$ cat src/verilog/fetch_pkg.sv
// Shared types for the instruction fetch stage
// Addresses are byte addresses, instructions are half-word aligned
// Only the two low bits of a half-word are decoded, to tell 16 from 32 bit

package fetch_pkg;

  // Width of every fetch address in the stage
  localparam int unsigned FETCH_ADDR_W = 32;

  typedef logic [FETCH_ADDR_W-1:0] fetch_addr_t;

  // One fetched word split into its two half-words
  typedef struct packed {
    logic [15:0] hi;
    logic [15:0] lo;
  } instr_half_t;

  // Same 32 bits, read as a whole instruction or as two halves
  typedef union packed {
    logic [31:0] full;
    instr_half_t half;
  } instr_word_u;

  // Memory response as it arrives from the bus
  typedef struct packed {
    instr_word_u rdata;
    logic        err;
  } fetch_rsp_t;

  // One realigned instruction handed to the core
  typedef struct packed {
    fetch_addr_t addr;
    fetch_addr_t addr_next;
    instr_word_u rdata;
    logic        err;
    logic        err_plus2;   // only the second word of an unaligned instr failed
  } fetch_instr_t;

  // Compressed when the low two bits are not both set
  function automatic logic fetch_is_compressed(input logic [15:0] half);
    return half[1:0] != 2'b11;
  endfunction

endpackage

$ cat src/verilog/fetch_req_ctrl.sv
// Issues word-aligned reads, at most NUM_REQS granted and unanswered
// Idle after reset until the first branch_i pulse
// Responses must come back in request order, one rvalid pulse each

module fetch_req_ctrl #(
  parameter int unsigned NUM_REQS = 2
) (
  input  logic                    clk_i,
  input  logic                    rst_ni,

  // Branch from the core
  input  logic                    branch_i,
  input  fetch_pkg::fetch_addr_t  branch_addr_i,

  // Memory request side
  output logic                    mem_req_o,
  output fetch_pkg::fetch_addr_t  mem_addr_o,
  input  logic                    mem_gnt_i,
  input  logic                    mem_rvalid_i,
  input  fetch_pkg::fetch_rsp_t   mem_rsp_i,

  // FIFO side
  input  logic [NUM_REQS-1:0]     fifo_busy_i,
  output logic                    fifo_clear_o,
  output fetch_pkg::fetch_addr_t  fifo_addr_o,
  output logic                    fifo_valid_o,
  output fetch_pkg::fetch_rsp_t   fifo_rsp_o
);

  // Wide enough for outstanding plus busy entries
  localparam int unsigned CNT_W = $clog2(2 * NUM_REQS + 1);

  logic                   fetch_en_q;
  logic                   req_pend_q;
  fetch_pkg::fetch_addr_t fetch_addr_q;
  logic [CNT_W-1:0]       out_cnt_q, out_cnt_d;
  logic [CNT_W-1:0]       disc_cnt_q, disc_cnt_d;
  logic [CNT_W-1:0]       busy_cnt;
  logic [CNT_W-1:0]       load_cnt;
  logic                   budget_ok;
  logic                   gnt;
  logic                   discard;

  ////////////////////////////////////////////////////////////
  // Request budget
  ////////////////////////////////////////////////////////////

  // Number of upper FIFO entries in use
  always_comb begin
    busy_cnt = '0;
    for (int i = 0; i < NUM_REQS; i++) begin
      busy_cnt = busy_cnt + CNT_W'(fifo_busy_i[i]);
    end
  end

  // Every outstanding request may still land in the FIFO
  assign load_cnt  = out_cnt_q + busy_cnt;
  assign budget_ok = load_cnt < CNT_W'(NUM_REQS);

  // A pending request stays up until granted
  // In the branch cycle it is dropped and reissued at the target
  assign mem_req_o  = fetch_en_q & ~branch_i & (req_pend_q | budget_ok);
  assign mem_addr_o = fetch_addr_q;
  assign gnt        = mem_req_o & mem_gnt_i;

  ////////////////////////////////////////////////////////////
  // Outstanding and discard counters
  ////////////////////////////////////////////////////////////

  assign out_cnt_d = out_cnt_q + CNT_W'(gnt) - CNT_W'(mem_rvalid_i);

  // Responses still owed to the old stream
  assign discard = disc_cnt_q != '0;

  // At a branch all requests still in flight belong to the old stream
  assign disc_cnt_d = branch_i ? out_cnt_d :
                                 disc_cnt_q - CNT_W'(mem_rvalid_i & discard);

  ////////////////////////////////////////////////////////////
  // FIFO feed
  ////////////////////////////////////////////////////////////

  assign fifo_clear_o = branch_i;
  assign fifo_addr_o  = branch_addr_i;
  // Old-stream responses never reach the FIFO
  assign fifo_valid_o = mem_rvalid_i & ~discard;
  assign fifo_rsp_o   = discard ? '0 : mem_rsp_i;

  ////////////////////////////////////////////////////////////
  // Registers
  ////////////////////////////////////////////////////////////

  always_ff @(posedge clk_i or negedge rst_ni) begin
    if (!rst_ni) begin
      fetch_en_q   <= 1'b0;
      req_pend_q   <= 1'b0;
      out_cnt_q    <= '0;
      disc_cnt_q   <= '0;
      fetch_addr_q <= '0;
    end else begin
      // Fetching starts at the first branch and never stops
      if (branch_i) begin
        fetch_en_q <= 1'b1;
      end
      req_pend_q <= mem_req_o & ~mem_gnt_i;
      out_cnt_q  <= out_cnt_d;
      disc_cnt_q <= disc_cnt_d;
      // Target rounded down to a word
      if (branch_i) begin
        fetch_addr_q <= {branch_addr_i[fetch_pkg::FETCH_ADDR_W-1:2], 2'b00};
      end else if (gnt) begin
        fetch_addr_q <= fetch_addr_q + fetch_pkg::fetch_addr_t'(4);
      end
    end
  end

endmodule

$ cat src/verilog/fetch_fifo.sv
// Word FIFO of NUM_REQS+1 entries with a bypass from the input
// Realigns 16 and 32 bit instructions that may start mid-word
// clear_i empties the FIFO for the next cycle, input data included

module fetch_fifo #(
  parameter int unsigned NUM_REQS = 2
) (
  input  logic                    clk_i,
  input  logic                    rst_ni,

  // Control
  input  logic                    clear_i,
  input  fetch_pkg::fetch_addr_t  in_addr_i,
  output logic [NUM_REQS-1:0]     busy_o,

  // Input from the request controller
  input  logic                    in_valid_i,
  input  fetch_pkg::fetch_rsp_t   in_rsp_i,

  // Output to the core
  output logic                    out_valid_o,
  input  logic                    out_ready_i,
  output fetch_pkg::fetch_instr_t out_instr_o
);

  localparam int unsigned DEPTH = NUM_REQS + 1;

  // Entry 0 is the head
  fetch_pkg::fetch_rsp_t [DEPTH-1:0] rsp_d, rsp_q;
  logic [DEPTH-1:0]                  valid_d, valid_q;
  logic [DEPTH-1:0]                  lowest_free;
  logic [DEPTH-1:0]                  valid_pushed, valid_popped;
  logic [DEPTH-1:0]                  entry_en;

  fetch_pkg::fetch_rsp_t  head, second;
  fetch_pkg::instr_word_u rdata_unaligned;
  logic                   err_unaligned, err_plus2;
  logic                   valid, valid_unaligned, out_valid;
  logic                   aligned_is_compressed, unaligned_is_compressed;
  logic                   pop_fifo;

  logic                   addr_incr_two;
  logic                   instr_addr_en;
  fetch_pkg::fetch_addr_t instr_addr_q, instr_addr_d, instr_addr_next;

  ////////////////////////////////////////////////////////////
  // Head word and bypass
  ////////////////////////////////////////////////////////////

  // Empty FIFO shows the incoming word directly
  assign head   = valid_q[0] ? rsp_q[0] : in_rsp_i;
  assign valid  = valid_q[0] | in_valid_i;
  // Word after the head, from entry 1 or from the input
  assign second = valid_q[1] ? rsp_q[1] : in_rsp_i;

  // Length decode on the half that starts the instruction
  // Error words carry no usable data
  assign aligned_is_compressed   =
      fetch_pkg::fetch_is_compressed(head.rdata.half.lo) & ~head.err;
  assign unaligned_is_compressed =
      fetch_pkg::fetch_is_compressed(head.rdata.half.hi) | head.err;

  ////////////////////////////////////////////////////////////
  // Realigner
  ////////////////////////////////////////////////////////////

  // Upper half of head joined with lower half of the next word
  assign rdata_unaligned.half.lo = head.rdata.half.hi;
  assign rdata_unaligned.half.hi = second.rdata.half.lo;

  // Second word only counts for a 32 bit instr
  // With entry 0 empty the head is the input word itself
  assign err_unaligned = valid_q[1] ?
      (rsp_q[0].err | (rsp_q[1].err & ~unaligned_is_compressed)) :
      ((valid_q[0] & rsp_q[0].err) |
       (in_rsp_i.err & (~valid_q[0] | ~unaligned_is_compressed)));

  // Only meaningful together with err_unaligned
  assign err_plus2 = valid_q[1] ? (rsp_q[1].err & ~rsp_q[0].err) :
                                  (in_rsp_i.err & valid_q[0] & ~rsp_q[0].err);

  // Both words must be present for a split 32 bit instr
  assign valid_unaligned = valid_q[1] | (valid_q[0] & in_valid_i);

  always_comb begin
    out_instr_o.addr      = instr_addr_q;
    out_instr_o.addr_next = instr_addr_next;
    if (instr_addr_q[1]) begin
      out_instr_o.rdata     = rdata_unaligned;
      out_instr_o.err       = err_unaligned;
      out_instr_o.err_plus2 = err_plus2;
      out_valid             = unaligned_is_compressed ? valid : valid_unaligned;
    end else begin
      out_instr_o.rdata     = head.rdata;
      out_instr_o.err       = head.err;
      out_instr_o.err_plus2 = 1'b0;
      out_valid             = valid;
    end
  end

  assign out_valid_o = out_valid;

  ////////////////////////////////////////////////////////////
  // Instruction address
  ////////////////////////////////////////////////////////////

  assign instr_addr_en = clear_i | (out_ready_i & out_valid);

  assign addr_incr_two   = instr_addr_q[1] ? unaligned_is_compressed :
                                             aligned_is_compressed;
  assign instr_addr_next = instr_addr_q + (addr_incr_two ? fetch_pkg::fetch_addr_t'(2) :
                                                           fetch_pkg::fetch_addr_t'(4));

  // Bit 0 is forced low, targets are half-word aligned
  assign instr_addr_d = clear_i ? {in_addr_i[fetch_pkg::FETCH_ADDR_W-1:1], 1'b0} :
                                  instr_addr_next;

  always_ff @(posedge clk_i or negedge rst_ni) begin
    if (!rst_ni) begin
      instr_addr_q <= '0;
    end else if (instr_addr_en) begin
      instr_addr_q <= instr_addr_d;
    end
  end

  ////////////////////////////////////////////////////////////
  // FIFO control
  ////////////////////////////////////////////////////////////

  // Upper entries tell the controller how much room is left
  assign busy_o = valid_q[DEPTH-1:DEPTH-NUM_REQS];

  // Head leaves once its last half-word is taken
  assign pop_fifo = out_ready_i & out_valid & (~aligned_is_compressed | instr_addr_q[1]);

  for (genvar i = 0; i < DEPTH; i++) begin : g_entry
    // Write pointer is the lowest empty entry
    if (i == 0) begin : g_head
      assign lowest_free[i] = ~valid_q[i];
    end else begin : g_rest
      assign lowest_free[i] = ~valid_q[i] & valid_q[i-1];
    end

    assign valid_pushed[i] = valid_q[i] | (in_valid_i & lowest_free[i]);

    if (i < DEPTH - 1) begin : g_shift
      // Pop shifts everything down by one
      assign valid_popped[i] = pop_fifo ? valid_pushed[i+1] : valid_pushed[i];
      assign entry_en[i]     = (pop_fifo & valid_pushed[i+1]) |
                               (~pop_fifo & in_valid_i & lowest_free[i]);
      assign rsp_d[i]        = valid_q[i+1] ? rsp_q[i+1] : in_rsp_i;
    end else begin : g_top
      // Top entry only ever takes new input
      assign valid_popped[i] = ~pop_fifo & valid_pushed[i];
      assign entry_en[i]     = in_valid_i & lowest_free[i];
      assign rsp_d[i]        = in_rsp_i;
    end

    assign valid_d[i] = valid_popped[i] & ~clear_i;

    // Payload register, no reset
    always_ff @(posedge clk_i) begin
      if (entry_en[i]) begin
        rsp_q[i] <= rsp_d[i];
      end
    end
  end

  always_ff @(posedge clk_i or negedge rst_ni) begin
    if (!rst_ni) begin
      valid_q <= '0;
    end else begin
      valid_q <= valid_d;
    end
  end

endmodule

$ cat src/verilog/fetch_top.sv
// Instruction fetch stage, request controller plus realigning FIFO
// branch_addr_i must be half-word aligned
// Fetching begins at the first branch_i pulse after reset

module fetch_top #(
  parameter int unsigned NUM_REQS = 2
) (
  input  logic                    clk_i,
  input  logic                    rst_ni,

  // Core side
  input  logic                    branch_i,
  input  fetch_pkg::fetch_addr_t  branch_addr_i,
  output logic                    instr_valid_o,
  input  logic                    instr_ready_i,
  output fetch_pkg::fetch_instr_t instr_o,

  // Memory side
  output logic                    mem_req_o,
  output fetch_pkg::fetch_addr_t  mem_addr_o,
  input  logic                    mem_gnt_i,
  input  logic                    mem_rvalid_i,
  input  fetch_pkg::fetch_rsp_t   mem_rsp_i
);

  logic                   fifo_clear;
  logic                   fifo_valid;
  fetch_pkg::fetch_rsp_t  fifo_rsp;
  fetch_pkg::fetch_addr_t fifo_addr;
  logic [NUM_REQS-1:0]    fifo_busy;

  // Bus requests, outstanding count and branch discards
  fetch_req_ctrl #(
    .NUM_REQS (NUM_REQS)
  ) u_req_ctrl (
    .clk_i         (clk_i),
    .rst_ni        (rst_ni),
    .branch_i      (branch_i),
    .branch_addr_i (branch_addr_i),
    .mem_req_o     (mem_req_o),
    .mem_addr_o    (mem_addr_o),
    .mem_gnt_i     (mem_gnt_i),
    .mem_rvalid_i  (mem_rvalid_i),
    .mem_rsp_i     (mem_rsp_i),
    .fifo_busy_i   (fifo_busy),
    .fifo_clear_o  (fifo_clear),
    .fifo_addr_o   (fifo_addr),
    .fifo_valid_o  (fifo_valid),
    .fifo_rsp_o    (fifo_rsp)
  );

  // Word storage and instruction realignment
  fetch_fifo #(
    .NUM_REQS (NUM_REQS)
  ) u_fifo (
    .clk_i       (clk_i),
    .rst_ni      (rst_ni),
    .clear_i     (fifo_clear),
    .in_addr_i   (fifo_addr),
    .busy_o      (fifo_busy),
    .in_valid_i  (fifo_valid),
    .in_rsp_i    (fifo_rsp),
    .out_valid_o (instr_valid_o),
    .out_ready_i (instr_ready_i),
    .out_instr_o (instr_o)
  );

endmodule

$ cat config.mk
export PLATFORM = sky130hd
export DESIGN_NAME = fetch_top
export DESIGN_NICKNAME = d
export VERILOG_FILES = /design/src/verilog/fetch_pkg.sv /design/src/verilog/fetch_req_ctrl.sv /design/src/verilog/fetch_fifo.sv /design/src/verilog/fetch_top.sv
export SDC_FILE = /design/constraint.sdc
export NUM_CORES = 1
export LEC_CHECK = 0
export ABC_AREA = 1
export BUFFER_PORTS_ARGS = -buffer_cell sky130_fd_sc_hd__buf_2
export CORE_ASPECT_RATIO = 1.4
export CORE_MARGIN = 4
export CORE_UTILIZATION = 40
export CTS_CLUSTER_DIAMETER = 60
export DETAILED_ROUTE_END_ITERATION = 16
export PLACE_DENSITY_LB_ADDON = 0.2
export SLEW_MARGIN = 25
export SYNTH_ARGS = -nofsm -noshare
export SYNTH_HDL_FRONTEND = slang
export SYNTH_HIERARCHICAL = 1
export SYNTH_SLANG_ARGS = --single-unit
export TNS_END_PERCENT = 20
$ cat constraint.sdc
create_clock -name clk_i -period 12 [get_ports clk_i]
set_input_delay 0.6 -clock clk_i [delete_from_list [all_inputs] [get_ports clk_i]]
set_output_delay 0.6 -clock clk_i [all_outputs]
set_load 0.02 [all_outputs]
==> metrics <==
outcome=complete, no violations; wire per inst=17.08 µm; Final WS setup=7084 ps; Bufs and invs on worst path=6; first-pass GRT wire length=48.57 mm; Initial DRC Count=565; DRC viols=0; final hold viol count=0; crit path time final=4916 ps; CP Data Arrival Time=4320 ps; layout cells sized above 1=18.62%; P per Cell Area=213.1 nW/µm²; initial antenna violation count=7; Layout area overhead=14.46%; Setup Skew=11.05 ps; Worst-Margin Slew=919.3 ps; syn_area_per_cell=7.489 µm²; worst path cell trace=nor3_1, clkinv_1, buf_4, nor2_1, inv_1, o21ai_0, nand2_1, nand3_1, inv_1, a21oi_1, inv_1, fa_1, nor2_4, nand2_1, nor2_1, nand3_1, nand2_1, nand2_1, buf_2; drt pass-1 iters=7; Rel. slew slack=38.33%; Core Region=25550 µm²; Final GP Congestion=0.8866; routed vias/inst=5.075; die width=144.5 µm; Crit path top cell by count=nand2_1; Setup CP Type=reg2out; Initial Util=40.82%; CTS Sinks=171; vias in the first global route=8992; total grt overflow=0; largest net degree at the start of global routing=73; All-Layer GR Usage=21.91%; Ports=203; via count=9430; hpwl dp=22.95 mm; Worst setup SP type=flop; Crit path largest cell delay=500 ps; IO buf count=197; CTS buffer count=17; FILL cells=2634; Yosys warnings=6; required time worst endpoint=11400 ps; final setup violating endpoints=0; max-slew violation count=0; PostCTS Resize Cnt=0; critical path endpoint category=primary output; root buf cell=clkbuf_16; DP Worst Slack=7549 ps; maximum VDD drop=0.1018 mV; Die H=199.1 µm; Leakage=5.472 nW; row count=69; Tcrit/Tclk final=40.97%; final setup TNS=0 ps; CTS Buffer Depth=2; CTS tree=yes; Post-CTS Setup Repair Bufs=0; nets@finish=1605; max-cap check violation count=0; cell area after synthesis=10430 µm²; Die ar.=28770 µm²; fmax=203.4 MHz; CP max stage cell=fa_1; H-Tree Level Count=4; final wirelength=31.74 mm; critical path depth in cells=19; delay-heaviest family, CP=simple AND/OR/NAND/NOR gates; Worst-Skew Late Latency=430 ps; Max FO, Critical Path=34; RSZ-0062 raised after global routing=false; Final ANT Viol Nets=0; Cells after Synth=1393; hold crit path type=in2async; R2R cell count=20; Worst-path clk slew=70 ps; CTS Hold Bufs=0
## area by class of cell
type                    instances  area, µm²  share of cell area (%)
flip-flops and latches        171       4777                   40.00
inverters                     149      560.5                   4.694
multi-input cells             976       4542                   38.03
diodes                          3      7.507                 0.06287
well taps                     319      399.1                   3.342
repair buffers                208       1075                   9.000
clock buffers                  17      425.4                   3.562
clock inverters                15      155.1                   1.299
## sequential cells by signal, indices dropped and copies added (netlist names)
signal	count
u_req_ctrl/fetch_en_q	1
u_req_ctrl/out_cnt_q	3
u_req_ctrl/disc_cnt_q	3
u_fifo/instr_addr_q	31
u_fifo/rsp_q	99
u_req_ctrl/mem_addr_o	30
u_req_ctrl/req_pend_q	1
u_fifo/valid_q	3
## layer usage
metal / wire length (µm) / global-route usage (%) / vias up
met5: 44 / 0 / -
met4: 1059 / 8.054 / 8
met3: 1977 / 5.411 / 52
met2: 16490 / 39.62 / 274
met1: 12170 / 24.75 / 4380
li1: - / - / 4716
## cell usage in the layout, fill, tap and decap left out, drive strengths merged
cell type    n
clkinv       6
buf        208
and2         1
xnor2        8
clkinvlp     2
bufinv       1
xor2        14
conb         4
nand4        5
o22ai        1
o211ai      15
dfrtp       72
nand2      442
nor2       145
or2         10
edfxtp      99
ha           9
clkbuf      17
nor3         1
fa           2
a31oi        1
o21ai      145
nand3      144
diode        3
inv        155
a21o         1
a21oi       16
nand3b      12
## through the flow
step	instances	util, %	hold WS [ps]	total power [mW]	cell area (µm²)
CTS	1855	46.68	321.8	2.582	11930
finish	1858	46.73	195.1	2.544	11940
global route	1858	46.73	236.6	2.732	11940
detailed placement	1823	44.41	449.6	2.016	11350
floorplan	1395	-	304.4	1.629	10440
global placement	1823	44.41	443.0	2.001	11350
## final timing paths
path                                     startpoint                       to  slack [ps]
min                                          rst_ni  u_fifo/instr_addr_q[24]         200
max                        u_req_ctrl/disc_cnt_q[1]              instr_o[55]        7080
max in group asynchronous                    rst_ni        u_fifo/valid_q[2]       11270
min reg2reg                   u_req_ctrl/fetch_en_q    u_req_ctrl/fetch_en_q         460
min in group clk_i                        mem_gnt_i    u_req_ctrl/req_pend_q         350
max reg2reg                u_req_ctrl/disc_cnt_q[1]  u_fifo/instr_addr_q[21]        7980
## where the power goes
group	switching, mW	leakage (nW)	internal, mW	total [mW]
Sequential	0.0994	1.78	0.758	0.858
Combinational	0.803	3.41	0.327	1.13
Clock	0.262	0.281	0.295	0.557
Note: power is estimated with default switching activity, not from simulation.
